## src/verilog/gamePkg.sv

```systemverilog
// Width types, screen codes, level codes and default timing for the car game control
`default_nettype none

package gamePkg;

	//============================================================
	// Widths
	//============================================================
	localparam int periodWidth = 28;

	// Pace or banner duration in clock cycles
	typedef logic [periodWidth-1:0] periodT;
	// Points in the current game
	typedef logic [7:0] scoreT;
	// Game level, 3 is the finished game
	typedef logic [1:0] levelT;
	// Display screen code
	typedef logic [3:0] screenT;

	//============================================================
	// Screen codes
	//============================================================
	localparam screenT screenTitle   = 4'd0;
	localparam screenT screenGo      = 4'd1;
	localparam screenT screenLevel1  = 4'd2;
	localparam screenT screenLevel2  = 4'd3;
	localparam screenT screenLevel3  = 4'd4;
	localparam screenT screenFinish  = 4'd7;
	localparam screenT screenPlay    = 4'd8;
	localparam screenT screenPlayAdd = 4'd9;

	// Level codes, ordered so a larger code is a later level
	localparam levelT levelOne   = 2'd0;
	localparam levelT levelTwo   = 2'd1;
	localparam levelT levelThree = 2'd2;
	localparam levelT levelDone  = 2'd3;

	//============================================================
	// Default timing and thresholds, 50 MHz clock
	//============================================================
	localparam periodT defaultBannerPeriod     = 28'd150_000_000;
	localparam periodT defaultLevelOnePeriod   = 28'd50_000_000;
	localparam periodT defaultLevelTwoPeriod   = 28'd25_000_000;
	localparam periodT defaultLevelThreePeriod = 28'd15_000_000;

	localparam scoreT defaultLevelTwoScore   = 8'd23;
	localparam scoreT defaultLevelThreeScore = 8'd43;
	localparam scoreT defaultFinalScore      = 8'd68;

endpackage

`default_nettype wire

```

## src/verilog/gameControl.sv

```systemverilog
// Top level of the car game control, pace timer, score keeper and sequencer
`default_nettype none

module gameControl #(
	parameter gamePkg::periodT bannerPeriod     = gamePkg::defaultBannerPeriod,
	parameter gamePkg::periodT levelOnePeriod   = gamePkg::defaultLevelOnePeriod,
	parameter gamePkg::periodT levelTwoPeriod   = gamePkg::defaultLevelTwoPeriod,
	parameter gamePkg::periodT levelThreePeriod = gamePkg::defaultLevelThreePeriod,
	parameter gamePkg::scoreT  levelTwoScore    = gamePkg::defaultLevelTwoScore,
	parameter gamePkg::scoreT  levelThreeScore  = gamePkg::defaultLevelThreeScore,
	parameter gamePkg::scoreT  finalScore       = gamePkg::defaultFinalScore
)(
	input  logic            SC_STATEMACHINE_GENERAL_CLOCK_50,
	input  logic            SC_STATEMACHINE_GENERAL_RESET_InHigh,
	input  logic            startButtonN,
	output gamePkg::screenT screen,
	output logic            carsAdd,
	output logic            carsMove,
	output gamePkg::scoreT  score
);

	//============================================================
	// Internal strobes and status
	//============================================================
	logic            timerLoad;
	gamePkg::periodT timerPeriod;
	logic            tick;
	logic            scoreClear;
	gamePkg::levelT  reachedLevel;

	paceTimer #(
		.periodWidth (gamePkg::periodWidth)
	) i_paceTimer (
		.SC_STATEMACHINE_GENERAL_CLOCK_50     (SC_STATEMACHINE_GENERAL_CLOCK_50),
		.SC_STATEMACHINE_GENERAL_RESET_InHigh (SC_STATEMACHINE_GENERAL_RESET_InHigh),
		.timerLoad                            (timerLoad),
		.timerPeriod                          (timerPeriod),
		.tick                                 (tick)
	);

	// Points come from the move strobe
	scoreKeeper #(
		.levelTwoScore   (levelTwoScore),
		.levelThreeScore (levelThreeScore),
		.finalScore      (finalScore)
	) i_scoreKeeper (
		.SC_STATEMACHINE_GENERAL_CLOCK_50     (SC_STATEMACHINE_GENERAL_CLOCK_50),
		.SC_STATEMACHINE_GENERAL_RESET_InHigh (SC_STATEMACHINE_GENERAL_RESET_InHigh),
		.scoreClear                           (scoreClear),
		.carsMove                             (carsMove),
		.score                                (score),
		.reachedLevel                         (reachedLevel)
	);

	gameSequencer #(
		.bannerPeriod     (bannerPeriod),
		.levelOnePeriod   (levelOnePeriod),
		.levelTwoPeriod   (levelTwoPeriod),
		.levelThreePeriod (levelThreePeriod)
	) i_gameSequencer (
		.SC_STATEMACHINE_GENERAL_CLOCK_50     (SC_STATEMACHINE_GENERAL_CLOCK_50),
		.SC_STATEMACHINE_GENERAL_RESET_InHigh (SC_STATEMACHINE_GENERAL_RESET_InHigh),
		.startButtonN                         (startButtonN),
		.tick                                 (tick),
		.reachedLevel                         (reachedLevel),
		.timerLoad                            (timerLoad),
		.timerPeriod                          (timerPeriod),
		.scoreClear                           (scoreClear),
		.carsAdd                              (carsAdd),
		.carsMove                             (carsMove),
		.screen                               (screen)
	);

endmodule

`default_nettype wire

```

## src/verilog/gameSequencer.sv

```systemverilog
// Game FSM that picks the screen, loads the pace timer and strobes the cars
`default_nettype none

module gameSequencer #(
	parameter gamePkg::periodT bannerPeriod      = gamePkg::defaultBannerPeriod,
	parameter gamePkg::periodT levelOnePeriod    = gamePkg::defaultLevelOnePeriod,
	parameter gamePkg::periodT levelTwoPeriod    = gamePkg::defaultLevelTwoPeriod,
	parameter gamePkg::periodT levelThreePeriod  = gamePkg::defaultLevelThreePeriod
)(
	input  logic            SC_STATEMACHINE_GENERAL_CLOCK_50,
	input  logic            SC_STATEMACHINE_GENERAL_RESET_InHigh,
	input  logic            startButtonN,
	input  logic            tick,
	input  gamePkg::levelT  reachedLevel,
	output logic            timerLoad,
	output gamePkg::periodT timerPeriod,
	output logic            scoreClear,
	output logic            carsAdd,
	output logic            carsMove,
	output gamePkg::screenT screen
);

	typedef enum logic [3:0] {
		stateReset,
		stateTitle,
		stateGo,
		stateGoWait,
		stateBanner,
		stateBannerWait,
		stateSpeed,
		stateAdd,
		stateAddWait,
		stateMove,
		stateMoveWait,
		stateFinish
	} stateT;

	stateT           state;
	stateT           stateNext;
	gamePkg::levelT  currentLevel;
	gamePkg::levelT  levelNext;
	// Pace and banner screen of the current level
	gamePkg::periodT pace;
	gamePkg::screenT bannerScreen;

	always_comb
	begin
		case (currentLevel)
			gamePkg::levelTwo:
			begin
				pace         = levelTwoPeriod;
				bannerScreen = gamePkg::screenLevel2;
			end
			gamePkg::levelThree, gamePkg::levelDone:
			begin
				pace         = levelThreePeriod;
				bannerScreen = gamePkg::screenLevel3;
			end
			default:
			begin
				pace         = levelOnePeriod;
				bannerScreen = gamePkg::screenLevel1;
			end
		endcase
	end

	//============================================================
	// Next state
	//============================================================
	always_comb
	begin
		stateNext = state;
		levelNext = currentLevel;
		case (state)
			stateReset: stateNext = stateTitle;
			stateTitle:
			begin
				levelNext = gamePkg::levelOne;
				if (!startButtonN)
					stateNext = stateGo;
			end
			stateGo: stateNext = stateGoWait;
			stateGoWait:
			begin
				if (tick)
					stateNext = stateBanner;
			end
			stateBanner: stateNext = stateBannerWait;
			stateBannerWait:
			begin
				if (tick)
					stateNext = stateSpeed;
			end
			stateSpeed: stateNext = stateAdd;
			stateAdd: stateNext = stateAddWait;
			stateMove: stateNext = stateMoveWait;
			stateAddWait, stateMoveWait:
			begin
				// A new level wins over the pace tick
				if (reachedLevel > currentLevel)
				begin
					levelNext = reachedLevel;
					if (reachedLevel == gamePkg::levelDone)
						stateNext = stateFinish;
					else
						stateNext = stateBanner;
				end
				else if (tick)
				begin
					if (state == stateAddWait)
						stateNext = stateMove;
					else
						stateNext = stateAdd;
				end
			end
			// Held until reset
			stateFinish: stateNext = stateFinish;
			default: stateNext = stateReset;
		endcase
	end

	always_ff @(posedge SC_STATEMACHINE_GENERAL_CLOCK_50, posedge SC_STATEMACHINE_GENERAL_RESET_InHigh)
	begin
		if (SC_STATEMACHINE_GENERAL_RESET_InHigh)
		begin
			state        <= stateReset;
			currentLevel <= gamePkg::levelOne;
		end
		else
		begin
			state        <= stateNext;
			currentLevel <= levelNext;
		end
	end

	//============================================================
	// Outputs
	//============================================================
	always_comb
	begin
		timerLoad   = 1'b0;
		timerPeriod = pace;
		scoreClear  = 1'b0;
		carsAdd     = 1'b0;
		carsMove    = 1'b0;
		screen      = gamePkg::screenPlay;
		case (state)
			stateReset: screen = gamePkg::screenTitle;
			stateTitle:
			begin
				scoreClear = 1'b1;
				screen     = gamePkg::screenTitle;
			end
			stateGo:
			begin
				timerLoad   = 1'b1;
				timerPeriod = bannerPeriod;
				screen      = gamePkg::screenGo;
			end
			stateGoWait: screen = gamePkg::screenGo;
			stateBanner:
			begin
				timerLoad   = 1'b1;
				timerPeriod = bannerPeriod;
				screen      = bannerScreen;
			end
			stateBannerWait: screen = bannerScreen;
			stateSpeed:
			begin
				timerLoad = 1'b1;
				screen    = bannerScreen;
			end
			stateAdd:
			begin
				timerLoad = 1'b1;
				carsAdd   = 1'b1;
				screen    = gamePkg::screenPlayAdd;
			end
			stateMove:
			begin
				timerLoad = 1'b1;
				carsMove  = 1'b1;
			end
			stateAddWait, stateMoveWait: screen = gamePkg::screenPlay;
			stateFinish: screen = gamePkg::screenFinish;
			default: screen = gamePkg::screenTitle;
		endcase
	end

endmodule

`default_nettype wire

```

## src/verilog/paceTimer.sv

```systemverilog
// Loadable down-counter that issues a single tick when the loaded period expires
`default_nettype none

module paceTimer #(
	parameter int periodWidth = gamePkg::periodWidth
)(
	input  logic            SC_STATEMACHINE_GENERAL_CLOCK_50,
	input  logic            SC_STATEMACHINE_GENERAL_RESET_InHigh,
	input  logic            timerLoad,
	input  gamePkg::periodT timerPeriod,
	output logic            tick
);

	// Cycles left until the tick, counts down to zero
	logic [periodWidth-1:0] remaining;
	// Set by a load, cleared after the tick
	logic                   running;

	//============================================================
	// Counter
	//============================================================
	always_ff @(posedge SC_STATEMACHINE_GENERAL_CLOCK_50, posedge SC_STATEMACHINE_GENERAL_RESET_InHigh)
	begin
		if (SC_STATEMACHINE_GENERAL_RESET_InHigh)
		begin
			remaining <= '0;
			running   <= 1'b0;
		end
		else if (timerLoad)
		begin
			// A load restarts the count even mid-period
			remaining <= periodWidth'(timerPeriod - 1'b1);
			running   <= 1'b1;
		end
		else if (running)
		begin
			if (remaining == '0)
				running <= 1'b0;
			else
				remaining <= remaining - 1'b1;
		end
	end

	// Tick lands timerPeriod cycles after the load cycle
	assign tick = running && (remaining == '0);

endmodule

`default_nettype wire

```

## src/verilog/scoreKeeper.sv

```systemverilog
// Saturating point counter with threshold decode to the level reached
`default_nettype none

module scoreKeeper #(
	parameter gamePkg::scoreT levelTwoScore   = gamePkg::defaultLevelTwoScore,
	parameter gamePkg::scoreT levelThreeScore = gamePkg::defaultLevelThreeScore,
	parameter gamePkg::scoreT finalScore      = gamePkg::defaultFinalScore
)(
	input  logic           SC_STATEMACHINE_GENERAL_CLOCK_50,
	input  logic           SC_STATEMACHINE_GENERAL_RESET_InHigh,
	input  logic           scoreClear,
	input  logic           carsMove,
	output gamePkg::scoreT score,
	output gamePkg::levelT reachedLevel
);

	gamePkg::scoreT scoreNext;

	// Level for a given number of points
	function automatic gamePkg::levelT levelOf(input gamePkg::scoreT points);
		if (points >= finalScore)
			return gamePkg::levelDone;
		else if (points >= levelThreeScore)
			return gamePkg::levelThree;
		else if (points >= levelTwoScore)
			return gamePkg::levelTwo;
		else
			return gamePkg::levelOne;
	endfunction

	//============================================================
	// Score update
	//============================================================
	always_comb
	begin
		scoreNext = score;
		if (scoreClear)
			scoreNext = '0;
		else if (carsMove && (score != '1))
			scoreNext = score + 1'b1;
	end

	// Level decoded from the new value so both change in the same cycle
	always_ff @(posedge SC_STATEMACHINE_GENERAL_CLOCK_50, posedge SC_STATEMACHINE_GENERAL_RESET_InHigh)
	begin
		if (SC_STATEMACHINE_GENERAL_RESET_InHigh)
		begin
			score        <= '0;
			reachedLevel <= gamePkg::levelOne;
		end
		else
		begin
			score        <= scoreNext;
			reachedLevel <= levelOf(scoreNext);
		end
	end

endmodule

`default_nettype wire
```

## config.mk

```make
export PLATFORM = sky130hd
export DESIGN_NAME = gameControl
export DESIGN_NICKNAME = d
export VERILOG_FILES = /design/src/verilog/gamePkg.sv /design/src/verilog/gameControl.sv /design/src/verilog/gameSequencer.sv /design/src/verilog/paceTimer.sv /design/src/verilog/scoreKeeper.sv
export SDC_FILE = /design/constraint.sdc
export NUM_CORES = 1
export LEC_CHECK = 0
export ABC_AREA = 1
export CAP_MARGIN = 20
export CELL_PAD_IN_SITES_DETAIL_PLACEMENT = 1
export CELL_PAD_IN_SITES_GLOBAL_PLACEMENT = 1
export CORE_MARGIN = 5
export CORE_UTILIZATION = 30
export DETAILED_ROUTE_END_ITERATION = 12
export DONT_BUFFER_PORTS = 1
export PLACE_DENSITY = 0.65
export SKIP_LAST_GASP = 1
export SLEW_MARGIN = 5
export SYNTH_ARGS = -nofsm -noshare
export SYNTH_HDL_FRONTEND = slang
export SYNTH_SLANG_ARGS = --single-unit
export TNS_END_PERCENT = 30
```

## constraint.sdc

```tcl
create_clock -name SC_STATEMACHINE_GENERAL_CLOCK_50 -period 2.17 [get_ports SC_STATEMACHINE_GENERAL_CLOCK_50]
set_input_delay 0.217 -clock SC_STATEMACHINE_GENERAL_CLOCK_50 [delete_from_list [all_inputs] [get_ports SC_STATEMACHINE_GENERAL_CLOCK_50]]
set_output_delay 0.217 -clock SC_STATEMACHINE_GENERAL_CLOCK_50 [all_outputs]
set_load 0.02 [all_outputs]
```

# Word-level counts from Yosys, hierarchy flattened

Cells that the tools add are included.

Bits in registers: 45
Input bits: 3
Output and inout port bits: 14
Logic and storage cells: 80

Add/sub/neg operators: 3
Multiplexer cells: 29
$lt $le $gt $ge: 4
Equal/unequal tests: 22
Reductions and logical operators: 16

Operators with widths:

| cell                                                              | number |
|---|---|
| 2-to-1 mux 28 bit                                                 | 4 |
| subtractor 28 x 1 -> 28 bit, second input constant                | 2 |
| case mux 26 bit (2 select lines)                                  | 1 |
| case mux 4 bit (11 select lines)                                  | 1 |
| logical NOT 28 bit                                                | 1 |
| 2-to-1 mux 4 bit                                                  | 7 |
| case mux 4 bit (5 select lines)                                   | 1 |
| == test 4 x 3 -> 1 bit, second input constant                     | 4 |
| == test 4 bit, second input constant                              | 4 |
| 2-to-1 mux 8 bit                                                  | 2 |
| adder 8 x 1 -> 8 bit, second input constant                       | 1 |
| == test 4 x 2 -> 1 bit, second input constant                     | 2 |
| greater-or-equal comparator 8 x 5 -> 1 bit, second input constant | 1 |
| greater-or-equal comparator 8 x 6 -> 1 bit, second input constant | 1 |
| greater-or-equal comparator 8 x 7 -> 1 bit, second input constant | 1 |
| 2-to-1 mux 1 bit                                                  | 8 |
| inequality test 2 x 1 -> 1 bit, second input constant             | 4 |
| inequality test 8 bit, second input constant                      | 1 |
| OR reduction 2 bit                                                | 4 |
| == test 2 bit, second input constant                              | 3 |
| 2-to-1 mux 2 bit                                                  | 3 |
| case mux 3 bit (2 select lines)                                   | 1 |
| OR reduction 3 bit                                                | 2 |
| OR reduction 5 bit                                                | 1 |
| 11 further kinds                                                  | 14 |

# Logic depth before layout (Yosys ltp)

Gate-level depths: netlist of the first run.

Depth in word-level cells: 9
Gate-level depth with buffers: 19
Depth with buffers taken out: 16

# Modules after synthesis

A second synthesis of the first run with hierarchy kept.

Cells, all modules: 660
Area total of the unflattened synthesis: 4225.3 um2

Modules (own cells, without submodules):

| module        | instances | area an instance (um2) | seq. area each (um2) | cells an instance |
|---|---|---|---|---|
| paceTimer     | 1         | 2658.8                 | 725.7                | 427 |
| gameSequencer | 1         | 900.9                  | 150.1                | 136 |
| scoreKeeper   | 1         | 665.6                  | 250.2                | 97 |

# Worst setup path after synthesis of the first run

OpenSTA, ideal clock, no wires.

Kind: register to register
Start: reg i_gameSequencer.state[0]
End: reg i_paceTimer.remaining[22]
Data arrival time: 2115 ps
Clock period less this slack: 2231 ps
Stages on the path, launching flop included: 19
Library setup time: 117 ps
Buffers on the path: 3
Slack: -61 ps
Required time: 2053 ps
Cell sequence: dfrtp_1 > buf_2 > nor2_1 > o21ai_2 > inv_2 > nor2_4 > buf_6 > buf_6 > nand2_1 > ha_1 > nand2_1 > nor2_2 > nand2_1 > nor2_2 > nand2_2 > nor2_2 > nand2_1 > nand2_1 > nand2_1

Longest elaborated chain between the ends: 5
Elaborated cells between the ends (all ways): 14
Classes of those cells: add/sub (1); eq/ne (6); mux (3); reduce/logical (4)

Ends and longest elaborated chain:

| element                                                                   | RTL line             | source |
|---|---|---|
| start, declared                                                           | gameSequencer.sv:38  | `stateT state;` |
| start signal, assigned                                                    | gameSequencer.sv:126 | `state <= stateReset;` |
| start signal, assigned                                                    | gameSequencer.sv:131 | `state <= stateNext;` |
| == test 4 x 2 -> 1 bit, or another cell as far along                      | gameSequencer.sv:147 | `case (state)` |
| OR reduction 2 bit (no source line) or OR reduction 5 bit (tied branches) | n/a                  |  |
| 2-to-1 mux 28 bit or 2-to-1 mux 1 bit (tied branches)                     | gameSequencer.sv:147 |  |
| subtractor 28 x 1 -> 28 bit, or another cell as far along                 | paceTimer.sv:32      | `remaining <= periodWidth'(timerPeriod - 1'b1);` |
| 2-to-1 mux 28 bit or AND reduction 2 bit (tied branches)                  | n/a                  |  |
| end signal, assigned                                                      | paceTimer.sv:32      |  |
| end signal, assigned                                                      | paceTimer.sv:40      | `remaining <= remaining - 1'b1;` |
| end, declared                                                             | paceTimer.sv:15      | `logic [periodWidth-1:0] remaining;` |

Parallel ways exist; a longest one is shown, timed or not.
A chain may end at the register's enable or synchronous reset.

# Worst setup path in the final report of the first run

Start: reg i_gameSequencer.state[3]
End: reg i_paceTimer.remaining[14]

Same word-level chain as after synthesis.

==> out/metrics.yaml, run 1 <==
status: "finished, violations left"
violations: "setup timing"
yosys.area.top_type_share_pct: 33.35
hold_viol_final: 0
synth-seq-cells: 45
area_growth_pct: 36.16
synth_ff_type: "dfrtp_1"
yosysSeqAreaShare_pct: 33.35
synth-edff-count: 0
cts_buffers: 5
remaining_drc_errors: 0
antenna_found_initial: 0
grt_pass1_vias: 3807
grt_pass1_wl_um: 18760
grt_max_degree: 18
slew_headroom_pct: 72.79
die_area_sq_um: 13480
yosysMostFrequentCell: "nand2_1"
synth_warnings: 0
fin_tns_setup_ns: -0.2149
viasPerCell: 4.867
grt_usage_pct: 17.64
endpoint_kind: "flop"
tightest_slew_ns: 0.4039
vdd_ir_drop_max_v: 0.0002564
synth.area.top_cells: "dfrtp_1 33%, nand2_1 16%, inv_1 7.6%, nand3_1 6.7%, nor2_1 6.4%"
instances_no_fill: 743
vias: 3616
syn_nets: 520
initial_utilization_pct: 30.88
grt-ovfl-total: 0
p_leak_nw: 2.332
clockBufferDepth: 2
yosys.area.top_type: "dfrtp_1"
hold_path.class: "input port to flop"
synth_cells: 513
cts_sinks: 45
totalPowerFinal_mw: 1.671
period_share_pct: 103.5
fp.dieW_um: 116.1
worst_slack_ns: -0.07513
drive_above_1_share_pct: 31.84
num_rows: 38
ioPinCount: 17
worstSetupPathType: "flop to flop"
cp.required_ns: 2.35
drt_iter0_markers: 186
period_minus_slack_ns: 2.245
drtPass1Iterations: 4
globalplace.congestion: 0.9174
setup_viol: 8
async_flop_share_pct: 100.0
arrival_ns: 2.43
crit_path_start_kind: "flop"
coreArea_sq_um: 10940
ant_nets: 0
maxSlewViolCount: 0
wl_per_cell_um: 15.77
synth.top_cells.by_count: "147 x nand2_1, 68 x inv_1, 58 x nor2_1, 45 x dfrtp_1, 45 x nand3_1"
hold_ws_ns: 0.2270
rsz0062_at_grt: "yes"
wirelength_um: 11720
clk_pin_slew_ns: 0.07
maxCapViolCount: 0
clock_latency_ns: 0.30
antenna_cells: 0
syn_area_per_cell_sq_um: 6.583
nets: 609
htreeDepth: 2
yosysUniqueCellTypes: 35
p_per_area_nw_per_um2: 363.3
netlist_area_sq_um: 3377
clock.fmax_mhz: 445.4
root_buffer: "clkbuf_16"
dp_hpwl_um: 9176
fp.dieH_um: 116.1
finClkSkew_ns: 0.005926
crit_fanout: 8
io_buffers: 0
dp_cells: 722
cts_tree: "done"
[layout by cell type (no fill, tap or decap), types with 3 or more instances in the layout]
| cell | n |
|---|---|
| o21ai_0 | 22 |
| dfrtp_2 | 4 |
| buf_12 | 3 |
| clkbuf_16 | 5 |
| xor2_1 | 6 |
| inv_2 | 9 |
| xnor2_1 | 5 |
| nor2_1 | 46 |
| dfrtp_1 | 41 |
| nand4_1 | 13 |
| o21ai_1 | 6 |
| nor2_4 | 17 |
| inv_1 | 67 |
| buf_4 | 81 |
| nand2_4 | 6 |
| nor3_1 | 3 |
| nand3b_1 | 4 |
| nand3_2 | 7 |
| o21ai_2 | 3 |
| o31ai_1 | 3 |
| buf_6 | 5 |
| nor2_2 | 18 |
| a21oi_1 | 7 |
| nand3_1 | 41 |
| ha_1 | 3 |
| nand2_1 | 134 |
| nand2_2 | 24 |
[repair_timing]
action	in CTS	in global routing
hold buffers	1	0
cloned	0	1
setup endpoints to repair	17	28
endpoints found under the hold margin	15	0
gates resized for setup	17	48
pin swaps	1	19
buffers inserted	0	11
[logic make-up (layout without fill, tap and decap cells)]
| kind of cell | count (synthesis) | after routing | share of synthesized area, % |
|---|---|---|---|
| adder cells (fa/ha/maj) | 4 | 4 | 1.482 |
| XOR/XNOR | 11 | 11 | 2.853 |
| AND/OR/NAND/NOR | 318 | 318 | 43.50 |
| buffers and inverters | 84 | 174 | 10.26 |
| AO/OA/AOI/OAI | 51 | 51 | 8.560 |
| flip-flops | 45 | 45 | 33.35 |
[final cells by class]
class | count | area (sq um)
sequential | 45 | 1131
clock inverter | 3 | 25.02
clock buffer | 5 | 125.1
timing repair buffer | 90 | 734.5
inverter | 76 | 285.3
multi-input combinational | 384 | 2122
tap | 140 | 175.2
fill | 1403 | 6337
[per-stage QoR]
step | utilization, % | area [sq um] | worst slack [ns]
detailed placement | 37.60 | 4111 | -0.1394
CTS | 39.71 | 4343 | -0.04607
floorplan | - | 3385 | 0.009985
global placement | 37.60 | 4111 | -0.04501
global route | 42.05 | 4598 | -0.1776
finish | 42.05 | 4598 | -0.07513
[critical path, cell delays in order (launching register included)]
cell and delay (ns):
dfrtp_2 0.49, inv_2 0.10, nor2_4 0.05, nand2_2 0.10, nand2_2 0.08, nor2_4 0.26, buf_6 0.18, nand2_1 0.06
nand2_2 0.14, nor2_4 0.06, nand2_2 0.12, nor2_1 0.06, buf_4 0.13, nand2_1 0.07, xor2_1 0.17, inv_1 0.06
[path summary, 6_finish.rpt]
| kind | from | endpoint | slack (ns) | cells after the start |
|---|---|---|---|---|
| max in group asynchronous | SC_STATEMACHINE_GENERAL_RESET_InHigh | i_gameSequencer.state[1] | 1.21 | 3 |
| worst max register to register | i_gameSequencer.state[3] | i_paceTimer.remaining[14] | -0.08 | 15 |
| min in group asynchronous | SC_STATEMACHINE_GENERAL_RESET_InHigh | i_scoreKeeper.score[4] | 0.35 | 2 |
| worst max-delay path | i_gameSequencer.state[3] | i_paceTimer.remaining[14] | -0.08 | 15 |
| worst min-delay path | startButtonN | i_gameSequencer.state[3] | 0.23 | 3 |
| worst min register to register | i_paceTimer.remaining[24] | i_paceTimer.remaining[24] | 0.49 | 2 |
[sequential cells by signal, summed over array words and instances (netlist names)]
signal                        cells
i_scoreKeeper.reachedLevel        2
i_paceTimer.remaining            28
i_gameSequencer.currentLevel      2
i_paceTimer.running               1
i_gameSequencer.state             4
i_scoreKeeper.score               8
[where the power goes]
group | switching (mW) | internal [mW] | total, mW
sequential | 0 | 0.838 | 0.838
combinational | 0.0185 | 0.00374 | 0.0223
clock | 0.376 | 0.434 | 0.811
[routing by layer]
| layer | vias to the layer above | share of wire, % | GRT usage [%] |
|---|---|---|---|
| met5 | - | 0 | 0 |
| met2 | 44 | 48 | 29.42 |
| met1 | 1752 | 47 | 24.04 |
| met3 | 19 | 2.8 | 2.176 |
| met4 | 0 | 1.8 | 5.182 |
| li1 | 1801 | - | - |
No activity file was read; power rests on OpenSTA's default activity.
==> run 2, diff against run 1 <==
--- a/config.mk
+++ b/config.mk
@@ -6,6 +6,7 @@
 export NUM_CORES = 1
 export LEC_CHECK = 0
 export ABC_AREA = 1
+export ABC_CLOCK_PERIOD_IN_PS = 2500
 export CAP_MARGIN = 20
 export CELL_PAD_IN_SITES_DETAIL_PLACEMENT = 1
 export CELL_PAD_IN_SITES_GLOBAL_PLACEMENT = 1
@@ -13,7 +14,7 @@
 export CORE_UTILIZATION = 30
 export DETAILED_ROUTE_END_ITERATION = 12
 export DONT_BUFFER_PORTS = 1
-export PLACE_DENSITY = 0.65
+export PLACE_DENSITY = 0.63
 export SKIP_LAST_GASP = 1
 export SLEW_MARGIN = 5
 export SYNTH_ARGS = -nofsm -noshare
==> constraint.sdc (replaced) <==
create_clock -name SC_STATEMACHINE_GENERAL_CLOCK_50 -period 2.5 [get_ports SC_STATEMACHINE_GENERAL_CLOCK_50]
set_input_delay 0.25 -clock SC_STATEMACHINE_GENERAL_CLOCK_50 [delete_from_list [all_inputs] [get_ports SC_STATEMACHINE_GENERAL_CLOCK_50]]
set_output_delay 0.25 -clock SC_STATEMACHINE_GENERAL_CLOCK_50 [all_outputs]
set_load 0.02 [all_outputs]
==> run 2 against run 1 <==
Against the previous run: the flow now finishes without violations; register-to-register slack better by 0.23 ns; sequential share of layout area up 4.8 points; combinational power down 17%; maximum frequency down 4.4%; clock skew down 0.00084 ns; die area unchanged; non-clock buffer count down 67; clock power down 9.7%; global-route usage down 0.56 points; routed wire length down 9.1%; flip-flop and latch count unchanged; critical path depth up 1; critical endpoint is now i_paceTimer.remaining[22].
==> out/metrics.yaml, run 2 (same netlist as run 1, synthesis figures left out) <==
rsz0062_at_grt: "yes"
crit_path_start_kind: "flop"
num_rows: 38
worstSetupPathType: "flop to flop"
setup.worst_path.end: "i_paceTimer.remaining[22]"
io_buffers: 0
initial_utilization_pct: 30.88
crit_path_start: "i_gameSequencer.state[1]"
nets: 542
reg2reg_slack_ns: 0.15
antenna_found_initial: 0
wirelength_um: 10650
maxCapViolCount: 0
post-route-util_pct: 35.14
ant_nets: 0
maxSlewViolCount: 0
remaining_drc_errors: 0
drive_above_1_share_pct: 16.60
drt_iter0_markers: 146
htreeDepth: 2
antenna_cells: 0
cts_buffers: 5
endpoint_kind: "flop"
p_per_area_nw_per_um2: 384.6
post-route-cell-area_sq_um: 3842
area_growth_pct: 13.78
arrival_ns: 2.55
root_buffer: "clkbuf_16"
cp.required_ns: 2.70
p_leak_nw: 1.939
largest_reg_flops: 28
ioPinCount: 17
coreArea_sq_um: 10940
grt_usage_pct: 17.08
grt-ovfl-total: 0
hold_path.class: "input port to flop"
globalplace.congestion: 0.8811
slew_headroom_pct: 56.05
hold_ws_ns: 0.2494
period_minus_slack_ns: 2.348
top_register: "i_paceTimer.remaining"
wl_per_cell_um: 15.76
viasPerCell: 4.904
clock.fmax_mhz: 425.8
dp_hpwl_um: 8481
period_share_pct: 93.94
reg_top3: "i_paceTimer.remaining (28), i_scoreKeeper.score (8), i_gameSequencer.state (4)"
fp.dieW_um: 116.1
grt_pass1_vias: 3481
cts_tree: "done"
clockBufferDepth: 2
dpl_cell_area_sq_um: 3646
vias: 3315
vdd_ir_drop_max_v: 0.0004318
hold_viol_final: 0
grt_pass1_wl_um: 17930
worstReg2RegStart: "i_gameSequencer.state[1]"
status: "finished, final reports clean"
cts_sinks: 45
clk_pin_slew_ns: 0.07
drtPass1Iterations: 4
setup_viol: 0
fp.dieH_um: 116.1
final_cell_mix: "147 x nand2_1, 67 x inv_1, 58 x nor2_1"
tightest_slew_ns: 0.6523
clock_latency_ns: 0.30
reg2regPathDepth: 16
crit_fanout: 9
fillers: 1440
finClkSkew_ns: 0.005089
die_area_sq_um: 13480
fin_tns_setup_ns: 0
final_common_cell: "nand2_1"
grt_max_degree: 33
r2r-end: "i_paceTimer.remaining[22]"
## run 2: final cells by class
| cell class | count | area (sq um) | share of cell area, % |
|---|---|---|---|
| clock buffer | 5 | 125.1 | 3.256 |
| clock inverter | 3 | 28.78 | 0.7489 |
| inverter | 76 | 285.3 | 7.424 |
| multi-input combinational | 384 | 1912 | 49.76 |
| sequential | 45 | 1129 | 29.37 |
| tap | 140 | 175.2 | 4.559 |
| timing repair buffer | 23 | 187.7 | 4.884 |
## run 2: worst min path at each step
stage                                                     from                         to  cells past startpoint
after global routing                              startButtonN   i_gameSequencer.state[1]                      3
final                                             startButtonN   i_gameSequencer.state[1]                      3
after detailed placement  SC_STATEMACHINE_GENERAL_RESET_InHigh     i_scoreKeeper.score[4]                      1
after global placement    SC_STATEMACHINE_GENERAL_RESET_InHigh     i_scoreKeeper.score[7]                      1
after floorplan                      i_paceTimer.remaining[24]  i_paceTimer.remaining[24]                      2
after CTS                                         startButtonN   i_gameSequencer.state[1]                      3
## run 2: where the power goes
| group | switching [mW] | internal (mW) |
|---|---|---|
| sequential | 0 | 0.727 |
| clock | 0.346 | 0.386 |
| combinational | 0.0162 | 0.00222 |
| total | 0.362 | 1.12 |
## run 2: worst max-delay path: stages (launching register included)
cell	delay, ns
dfrtp_1	0.49
nand2_2	0.12
inv_2	0.13
nand2_2	0.10
nand2_2	0.10
nor2_4	0.07
nand2_1	0.10
ha_1	0.18
nand2_1	0.12
nor2_2	0.16
nand2_1	0.08
nor2_2	0.16
nand2_2	0.09
nor2_2	0.15
nand2_1	0.07
nand2_1	0.06
nand2_1	0.04
## run 2: metrics by stage
step	worst slack, ns	power (mW)	cells
after floorplan	0.2687	0.7524	513
after global placement	0.1858	0.7601	664
after detailed placement	0.1058	0.7600	664
after CTS	0.07907	1.505	673
after global routing	-0.04913	1.535	676
final	0.1516	1.478	676
## run 2: layer usage
layer	routed length, um	part of all wire (%)	GRT usage, %	vias to the layer above
met1	5405	51	23.53	1607
met3	195	1.8	2.798	16
met2	4817	45	27.04	24
li1	-	-	-	1668
met5	0	0	0	-
met4	233	2.2	6.265	0
## run 2: timing repair
item | CTS | global route
hold buffers | 1 | 0
buffers inserted | 0 | 3
endpoints found under the setup margin | 0 | 14
hold endpoints to repair | 13 | 0
resized for setup | 0 | 3
